--- src/hw/mips_defs.svh ---
`ifndef MIPS_DEFS_SVH
`define MIPS_DEFS_SVH

// data path and address width
`define DWIDTH 32
`define NREGS 32

// primary opcodes, instr[31:26]
`define OP_RTYPE 6'h00
`define OP_J 6'h02
`define OP_JAL 6'h03
`define OP_BEQ 6'h04
`define OP_ADDI 6'h08
`define OP_LW 6'h23
`define OP_SW 6'h2b

// r-type function codes, instr[5:0]
`define FN_JR 6'h08
`define FN_MFHI 6'h10
`define FN_MFLO 6'h12
`define FN_MULT 6'h18
`define FN_ADD 6'h20
`define FN_SUB 6'h22
`define FN_AND 6'h24
`define FN_OR 6'h25
`define FN_SLT 6'h2a

`endif
--- src/hw/mips_pkg.sv ---
`include "mips_defs.svh"

package mips_pkg;

  // one machine word, used for data and addresses alike
  typedef logic [`DWIDTH-1:0] word_t;

  // register file index
  typedef logic [$clog2(`NREGS)-1:0] reg_addr_t;

  // alu operation select
  typedef logic [2:0] alu_ctrl_t;

  // alu operation codes
  // bit 2 selects the inverted b operand for sub and slt
  localparam alu_ctrl_t alu_and = 3'b000;
  localparam alu_ctrl_t alu_or  = 3'b001;
  localparam alu_ctrl_t alu_add = 3'b010;
  localparam alu_ctrl_t alu_sub = 3'b110;
  localparam alu_ctrl_t alu_slt = 3'b111;

  // four-phase bus bridge states
  //   bs_idle      no transfer, waiting for a load or store
  //   bs_req_high  req asserted, waiting for ack
  //   bs_req_low   req dropped, waiting for ack to fall
  //   bs_done      transfer finished, instruction retires here
  typedef enum logic [1:0] {
    bs_idle,
    bs_req_high,
    bs_req_low,
    bs_done
  } bridge_state_e;

endpackage

--- src/hw/mem_if.sv ---
`timescale 1ns/1ps

// data-memory request between the core and the bus bridge
interface mem_if import mips_pkg::*; ();
  logic  valid;
  logic  we;
  word_t addr;
  word_t wdata;
  word_t rdata;
  logic  stall;

  // controller and datapath side
  modport core (output valid, output we, output addr, output wdata,
                input rdata, input stall);

  // bus bridge side
  modport bridge (input valid, input we, input addr, input wdata,
                  output rdata, output stall);

endinterface

--- src/hw/bus_bridge.sv ---
`timescale 1ns/1ps

module bus_bridge import mips_pkg::*; (
  input  logic  clk,
  input  logic  rst_n,
  mem_if.bridge mem,
  output logic  req,
  output logic  we,
  output word_t addr,
  output word_t wdata,
  input  word_t rdata,
  input  logic  ack
);

  bridge_state_e state;
  word_t         rdata_q;

  // four-phase handshake, a new req only starts after ack has fallen
  always_ff @(posedge clk or negedge rst_n) begin
    if (!rst_n) begin
      state <= bs_idle;
      req   <= 1'b0;
      we    <= 1'b0;
    end else begin
      case (state)
        bs_idle: begin
          if (mem.valid) begin
            state <= bs_req_high;
            req   <= 1'b1;
            we    <= mem.we;
          end
        end
        bs_req_high: begin
          if (ack) begin
            state <= bs_req_low;
            req   <= 1'b0;
          end
        end
        bs_req_low: begin
          if (!ack) begin
            state <= bs_done;
          end
        end
        default: state <= bs_idle;
      endcase
    end
  end

  // address and store data stay stable for the whole bus cycle
  always_ff @(posedge clk) begin
    if (state == bs_idle && mem.valid) begin
      addr  <= mem.addr;
      wdata <= mem.wdata;
    end
    // read data is only valid while ack is high
    if (state == bs_req_high && ack) begin
      rdata_q <= rdata;
    end
  end

  assign mem.rdata = rdata_q;
  // stall from decode until done, the load retires in done
  assign mem.stall = (state == bs_idle && mem.valid) ||
                     (state == bs_req_high) ||
                     (state == bs_req_low);

endmodule

--- src/flat_wrapper.sv ---
// flat-port wrapper written by rule: the top's interface ports become plain ports
module bus_bridge_flat import mips_pkg::*;
  (clk, rst_n, req, we, addr, wdata, rdata, ack, mem_valid, mem_we, mem_addr, mem_wdata, mem_rdata, mem_stall);
  mem_if mem_i ();
  input  logic clk;
  input  logic rst_n;
  output logic req;
  output logic we;
  output word_t addr;
  output word_t wdata;
  input  word_t rdata;
  input  logic ack;
  input wire logic [$bits(mem_i.valid)-1:0] mem_valid;
  input wire logic [$bits(mem_i.we)-1:0] mem_we;
  input wire logic [$bits(mem_i.addr)-1:0] mem_addr;
  input wire logic [$bits(mem_i.wdata)-1:0] mem_wdata;
  output wire logic [$bits(mem_i.rdata)-1:0] mem_rdata;
  output wire logic [$bits(mem_i.stall)-1:0] mem_stall;
  assign mem_i.valid = mem_valid;
  assign mem_i.we = mem_we;
  assign mem_i.addr = mem_addr;
  assign mem_i.wdata = mem_wdata;
  assign mem_rdata = mem_i.rdata;
  assign mem_stall = mem_i.stall;
  bus_bridge u_core (.clk(clk), .rst_n(rst_n), .mem(mem_i), .req(req), .we(we), .addr(addr), .wdata(wdata), .rdata(rdata), .ack(ack));
endmodule
--- config.mk ---
export PLATFORM = sky130hd
export DESIGN_NAME = bus_bridge_flat
export DESIGN_NICKNAME = d
export VERILOG_FILES = /design/src/hw/mips_pkg.sv /design/src/hw/mem_if.sv /design/src/hw/bus_bridge.sv /design/src/flat_wrapper.sv
export VERILOG_INCLUDE_DIRS = /design/src /design/src/hw
export SDC_FILE = /design/constraint.sdc
export NUM_CORES = 1
export LEC_CHECK = 0
export BUFFER_PORTS_ARGS = -buffer_cell sky130_fd_sc_hd__buf_2
export CAP_MARGIN = 20
export CORE_MARGIN = 2
export CORE_UTILIZATION = 42
export CTS_CLUSTER_SIZE = 14
export DETAILED_ROUTE_END_ITERATION = 8
export PLACE_DENSITY = 0.79
export SLEW_MARGIN = 20
export SYNTH_ARGS = -nofsm -noshare
export SYNTH_HDL_FRONTEND = slang
export SYNTH_SLANG_ARGS = --single-unit
--- constraint.sdc ---
create_clock -name clk -period 3.6 [get_ports clk]
set_input_delay 0.72 -clock clk [delete_from_list [all_inputs] [get_ports clk]]
set_output_delay 0.72 -clock clk [all_outputs]
set_load 0.01 [all_outputs]
After elaboration in Yosys (flattened, before gate mapping)
Cells that the tools add are included.

word-level totals
  register bits = 100
  output and inout port bits = 99
  word-level logic and storage cells = 27

cells by class
  reductions and logical operators = 9
  equality and inequality tests = 5
  multiplexer cells = 7

operators with widths
  cell                count
  $mux 2              3
  $ne 2x2->1 const B  3
  $pmux 2 s3          1
  $reduce_and 3->1    2
  $eq 2x1->1 const B  1
  $eq 2x2->1 const B  1
  $logic_and 1x1->1   2
  $logic_not 2->1     1
  $logic_or 1x1->1    2
  $mux 1              2
  $pmux 1 s2          1
  $reduce_and 2->1    1
  $reduce_bool 2->1   1

Logic depth before layout (Yosys ltp)
Gate-level depths: netlist (run 1).

  word-level depth = 4
  depth in mapped cells = 5
  mapped depth without buffers = 5

Worst setup path before layout (run 1)
Ideal clock, no wire load.

  path type = reg-to-output
  from = reg u_core.state[0]
  to = out mem_stall
  buffers on the path = 0
  data arrival time = 2.576 ns
  stages on the path, launching flop included = 5
  slack = 0.304 ns
  cell sequence = dfrtp_1 -> inv_1 -> ha_1 -> and2_1 -> or3_1

on the way
  cells in the longest elaborated chain, start to end = 4

ends and longest elaborated chain
  item                    RTL line            RTL
  start, declared         bus_bridge.sv:15    bridge_state_e state;
  start signal, assigned  bus_bridge.sv:21    state <= bs_idle;
  start signal, assigned  bus_bridge.sv:28    state <= bs_req_high;
  start signal, assigned  bus_bridge.sv:35    state <= bs_req_low;
  $logic_not 2->1         bus_bridge.sv:63    assign mem.stall = (state == bs_idle && mem.valid) ||
  $logic_and 1x1->1       bus_bridge.sv:63
  $logic_or 1x1->1        bus_bridge.sv:63
  $logic_or 1x1->1 *      bus_bridge.sv:64    (state == bs_req_high) ||
  end, declared           flat_wrapper.sv:18  output wire logic [$bits(mem_i.stall)-1:0] mem_stall;

Every way passes the cells marked *; elsewhere a longest branch is shown, timed or not.

Worst setup path after layout (run 1)
Ends and elaborated chain as after synthesis.

==> flow_summary.yaml, run 1 <==
status:
  status: "complete, no violations"
worst_setup_path:
  startpoint_type: "flop"
  crit_arrival_ps: 1750
  rr_endpoint: "u_core.we$_DFFE_PN0P_"
  crit_path_start: "u_core.state[0]$_DFFE_PN0P_"
  worst_r2r_path_depth: 5
  worstSetupPathType: "reg2out"
  rrSetupSlack_ps: 1550
  r2r_start: "u_core.state[0]$_DFFE_PN0P_"
  path_max_fanout: 4
  required_ps: 2880
  endpoint_kind: "primary output"
logic_synthesis:
  synth_cells: 121
  syn-num-nets: 227
  ys_warn_count: 0
  syn_area_sq_um: 3180
  synth.distinct_cells: 16
  seq_area_frac_synth_pct: 93.7
  syn_avg_cell_area_sq_um: 26.3
  synth_seq_cells: 100
cells_and_area:
  nets: 439
  antenna_cells: 0
  fin_cells: 437
  multi_input_area_sq_um: 194
  design_area_sq_um: 4530
  fillerInstances: 572
  syn_to_final_growth_pct: 42.5
  layout-drive-gt1-share_pct: 65.7
  final-seq-area_sq_um: 2980
power_and_ir_drop:
  p_leak_nw: 1.94
  peakVddDrop_mv: 0.289
  p_total_mw: 2.93
  p_per_area_nw_per_um2: 647
routing:
  avgRoutedWirePerCell_um: 16.7
  vias: 1974
  ant_nets: 0
  vias_per_cell: 4.52
  drc: 0
  dr.pass1.iters: 5
  drt_iter0_markers: 88
  wirelength_um: 7300
sta:
  drv_slew: 0
  fin_ws_ps: 1130
  hold_viol_final: 0
  period_share_pct: 68.6
  setup_viol: 0
  slew_headroom_pct: 48.6
  finalClockSkew_ps: 11.2
  tightest_slew_ps: 771
  finalCriticalPeriod_ps: 2470
  max_freq_mhz: 405
  fin_tns_setup_ps: 0
  rsz0062_at_grt: "false"
placement:
  numPortBuffers: 199
  dp_cells: 421
  pre_cts_ws_ps: 1420
  place.gp.congestion: 0.780
  dpl.hpwl_um: 5690
  dpl_cell_area_sq_um: 4320
clock_tree:
  cts_resized: 0
  cts_tree: "done"
  clkSinkCount: 100
  cts_inserted_buffers: 9
  clock_path_buffers: 2
  cts_setup_buffers: 0
  root_buffer: "clkbuf_8"
  htreeDepth: 3
  clk_latency_ps: 350
  holdBufCountCts: 0
  clk_transition_reported_paths_ps: 100
global_route:
  antenna_found_initial: 0
  overflow: 0
  grt_pass1_vias: 2007
  grt_max_degree: 66
  track_usage_pct: 17.8
  grt_pass1_wl_um: 10800
die:
  die_area_sq_um: 8290
  rows: 31
  start_util_pct: 43.7
  die_h_um: 91.1
  io_pins: 200
  core_area_sq_um: 7290
  die_w_um: 91.1
worst_hold_path:
  hp-class: "in2async"
job:
  max_cap_violations: 0
==> synth_stat cells <==
library cell,n,area [sq um]
and2_1,2,12.5
dfrtp_1,4,100
ha_1,5,62.6
edfxtp_1,96,2880
mux2_1,1,11.3
a31oi_1,1,6.26
nand3_4,1,17.5
nand2b_1,1,6.26
or3_1,1,6.26
nand2b_4,1,13.8
mux2_4,2,30.0
a21oi_1,1,5.00
o21bai_1,1,7.51
mux2i_1,1,10.0
nand2_1,1,3.75
inv_1,2,7.51
==> how the worst max path moves through the flow <==
stage	to	slack (ps)
2_1_floorplan	mem_stall	300
3_3_place_gp	mem_stall	1430
3_5_place_dp	mem_stall	1420
4_1_cts	mem_stall	1100
5_1_grt	mem_stall	1020
6_report	mem_stall	1130
==> flip-flops by register name (all words and copies together), names as in the netlist <==
name and cells:
u_core.we 1, u_core.addr 32, u_core.state 2, u_core.req 1, u_core.wdata 32, u_core.mem.rdata 32
==> layout make-up <==
type / count / share of cell area, %
clock inverter: 7 / 2.01
multi-input combinational: 19 / 4.28
sequential: 100 / 65.8
clock buffer: 9 / 2.73
timing repair buffer: 201 / 22.3
inverter: 2 / 0.166
tap: 99 / 2.73
==> worst max-delay path: stages, from the launching register on <==
cell and delay, ps:
dfrtp_1 410, inv_1 100, ha_1 260, and2_2 190, or3_1 300, buf_2 140
==> layout by cell type, fill, tap and decap left out, drive strengths merged <==
cell and instances:
buf 201, edfxtp 96, clkbuf 9, inv 6, ha 5, dfrtp 4, mux2 3, and2 2
nand2b 2, or3 1, o21bai 1, nand2 1, nand3 1, mux2i 1, a21oi 1, a31oi 1
clkinv 1, bufinv 1, clkinvlp 1
==> layer usage <==
layer,share of wire (%),routed length [um],GRT usage (%)
met1,34,2500,19.6
met2,52,3770,30.2
met3,12,840,7.05
met4,2.6,187,8.33
met5,0,0,0
==> metrics by stage <==
step | utilization (%) | hold slack [ps]
finish | 62.2 | 153
global route | 62.2 | 135
CTS | 62.2 | 131
detailed placement | 59.2 | 469
global placement | 59.2 | 466
floorplan | - | 424
==> where the power goes <==
group	internal [mW]	total [mW]	switching, mW
logic	0.245	0.605	0.360
registers	1.53	1.59	0.0554
clock network	0.339	0.742	0.402
==> cell families (layout without fill, tap and decap cells) <==
kind of cell / Yosys count / count (layout) / synth area share [%]
multiplexers: 4 / 4 / 1.61
AND/OR/NAND/NOR: 7 / 7 / 1.89
adder cells (fa/ha/maj): 5 / 5 / 1.97
AO/OA/AOI/OAI: 3 / 3 / 0.590
buffers and inverters: 2 / 219 / 0.236
flip-flops: 100 / 100 / 93.7
(Power assumes the default switching activity.)
==> run 2: changes to the inputs <==
--- a/config.mk
+++ b/config.mk
@@ -6,13 +6,14 @@
 export SDC_FILE = /design/constraint.sdc
 export NUM_CORES = 1
 export LEC_CHECK = 0
+export ABC_AREA = 1
 export BUFFER_PORTS_ARGS = -buffer_cell sky130_fd_sc_hd__buf_2
 export CAP_MARGIN = 20
 export CORE_MARGIN = 2
-export CORE_UTILIZATION = 42
+export CORE_UTILIZATION = 38
 export CTS_CLUSTER_SIZE = 14
 export DETAILED_ROUTE_END_ITERATION = 8
-export PLACE_DENSITY = 0.79
+export PLACE_DENSITY = 0.75
 export SLEW_MARGIN = 20
 export SYNTH_ARGS = -nofsm -noshare
 export SYNTH_HDL_FRONTEND = slang
==> constraint.sdc (replaced) <==
create_clock -name clk -period 2 [get_ports clk]
set_input_delay 0.4 -clock clk [delete_from_list [all_inputs] [get_ports clk]]
set_output_delay 0.4 -clock clk [all_outputs]
set_load 0.01 [all_outputs]
==> flow_summary.yaml, run 2 <==
job:
  max_cap_violations: 0
sta:
  slew_headroom_pct: 73.3
  hold_ws_ps: 212
  period_share_pct: 89.6
  setup_viol: 0
  finalCriticalPeriod_ps: 1790
  tightest_slew_ps: 400
  hold_viol_final: 0
  finalClockSkew_ps: 10.1
  max_freq_mhz: 558
  rsz0062_at_grt: "false"
  drv_slew: 0
  fin_tns_setup_ps: 0
worst_setup_path:
  r2r_start: "u_core.state[1]$_DFFE_PN0P_"
  cpPeakStageDelay_ps: 420
  rrSetupSlack_ps: 380
  startpoint_type: "flop"
  path_cells: "inv_1, ha_1, nor2_1, nand2_1, buf_2"
  slowest_stage: "dfrtp_1"
  crit_arrival_ps: 1390
  path_max_fanout: 5
  crit_path_start: "u_core.state[0]$_DFFE_PN0P_"
  worst_r2r_path_depth: 5
  worstSetupPathType: "reg2out"
  endpoint_kind: "primary output"
  required_ps: 1600
worst_hold_path:
  hold_depth: 1
  hold_start: "mem_wdata[12]"
  hp-class: "in2reg"
clock_tree:
  cts_tree: "done"
  clock_path_buffers: 2
  cts_resized: 0
  root_buffer: "clkbuf_8"
  htreeDepth: 3
  clk_latency_ps: 350
  clk_transition_reported_paths_ps: 100
  cts_inserted_buffers: 9
  clkSinkCount: 100
global_route:
  grt_util_met3_pct: 5.40
  antenna_found_initial: 0
  top_usage_layer: "met2"
  grt_max_degree: 38
  grt_pass1_wl_um: 9700
  grt_pass1_vias: 1944
  gr-usage-met2_pct: 25.2
  track_usage_pct: 14.7
  overflow: 0
  use_met1_pct: 16.1
logic_synthesis:
  synth.distinct_cells: 12
  synthFlopType: "edfxtp_1"
  netlist_top_cells_area: "edfxtp_1 90%, dfrtp_1 3.1%, ha_1 2.0%"
  synth_compound_area_share_pct: 0
  synth-xor-area-share_pct: 0
  synth_seq_cells: 100
  syn_avg_cell_area_sq_um: 22.7
  yosysMostFrequentCell: "edfxtp_1"
  synth_top_area_share_pct: 89.9
  yosys.area_share.simple_pct: 3.86
  syn_area_sq_um: 3210
  seq_area_frac_synth_pct: 93.0
  syn-num-nets: 247
  synth_top_family_by_area: "simple AND/OR/NAND/NOR gates"
  async_reset_ff_share_pct: 4.00
  synthAdderAreaFrac_pct: 1.95
  yosys.area.top_type: "edfxtp_1"
  ys_warn_count: 0
  synth_commonest_cells: "96 x edfxtp_1, 13 x nand2_1, 9 x inv_1, 5 x ha_1, 5 x nor2_1"
  synth.mux.area_fraction_pct: 0
  synth_edf_count: 96
  synth_cells: 141
routing:
  dr.pass1.iters: 4
  ant_nets: 0
  vias_per_cell: 4.36
  drc: 0
  wirelength_um: 7140
  drt_iter0_markers: 48
  avgRoutedWirePerCell_um: 15.4
  vias: 2025
cells_and_area:
  final_common_cell: "buf_2"
  layout-drive-gt1-share_pct: 62.4
  syn_to_final_growth_pct: 43.5
  final_cell_mix: "199 x buf_2, 96 x edfxtp_1, 12 x nand2_1"
  nets: 461
  antenna_cells: 0
  postLayoutCoreUtil_pct: 56.0
power_and_ir_drop:
  peakVddDrop_mv: 0.733
  p_leak_nw: 2.01
  p_per_area_nw_per_um2: 1190
placement:
  place.gp.congestion: 0.806
  numPortBuffers: 199
  dpl.hpwl_um: 5500
die:
  rows: 33
  io_pins: 200
  die_w_um: 95.9
  start_util_pct: 39.0
  die_area_sq_um: 9190
  core_area_sq_um: 8220
  die_h_um: 95.9
status:
  status: "complete, no violations"
-- run 2: cell count changes in the layout (fill, tap and decap cells not counted), moves of 2 or more --
cell     delta
nand4_1     +2
nor2_1      +5
inv_6       -2
nand2_2     +3
mux2_4      -2
nand3_1     +2
nand2_1    +11
inv_1       +6
-- run 2: critical path, delay by kind of cell, from the launching register on --
kind	cells	cell delay (ps)
flops	1	420
buf+inv	2	210
simple gates	2	170
fa+ha+maj	1	240
-- run 2: what timing repair did --
| action | CTS | global route |
|---|---|---|
| hold buffers | 1 | 0 |
| endpoints found under the hold margin | 4 | 0 |
| buffers inserted | 0 | 0 |
-- run 2: metrics by stage --
| step | cells | power [mW] | cell area, sq um | setup WS, ps |
|---|---|---|---|---|
| after floorplan | 141 | 3.58 | 3220 | -73.9 |
| after global placement | 448 | 4.13 | 4380 | 439 |
| after detailed placement | 448 | 4.18 | 4380 | 381 |
| after CTS | 464 | 5.55 | 4600 | 180 |
| after global routing | 464 | 5.77 | 4600 | 76.5 |
| final | 464 | 5.48 | 4600 | 208 |
-- run 2: layer usage --
layer	part of all wire, %	vias up	wire length (um)
li1	-	949	-
met1	35	957	2530
met2	53	104	3770
met3	9.9	15	705
met4	1.8	0	132
met5	0	-	0
-- run 2: final cells by class --
class	instances	area, sq um
Timing Repair Buffer	203	1040
Tap cell	105	131
Clock inverter	6	88.8
Inverter	10	41.3
Fill cell	706	3620
Sequential cell	100	2980
Multi-Input combinational cell	31	191
Clock buffer	9	124
-- run 2: worst paths after layout --
check                                               to
min reg2reg                      u_core.we$_DFFE_PN0P_
max reg2reg                   u_core.addr[8]$_DFFE_PP_
max in group asynchronous       u_core.req$_DFFE_PN0P_
min                         u_core.wdata[12]$_DFFE_PP_
max                                          mem_stall
min in group asynchronous  u_core.state[0]$_DFFE_PN0P_
-- run 2: cell families (layout without fill, tap and decap cells) --
family,count (synthesis),after routing
adders and majority gates,5,5
buffers and inverters,10,228
DFF,100,100
and+or+nand+nor,26,26
-- run 2: report_power, final --
group	switching [mW]	internal (mW)	leakage, nW
Clock	0.664	0.701	0.103
Combinational	0.751	0.462	0.968
Sequential	0.110	2.79	0.936
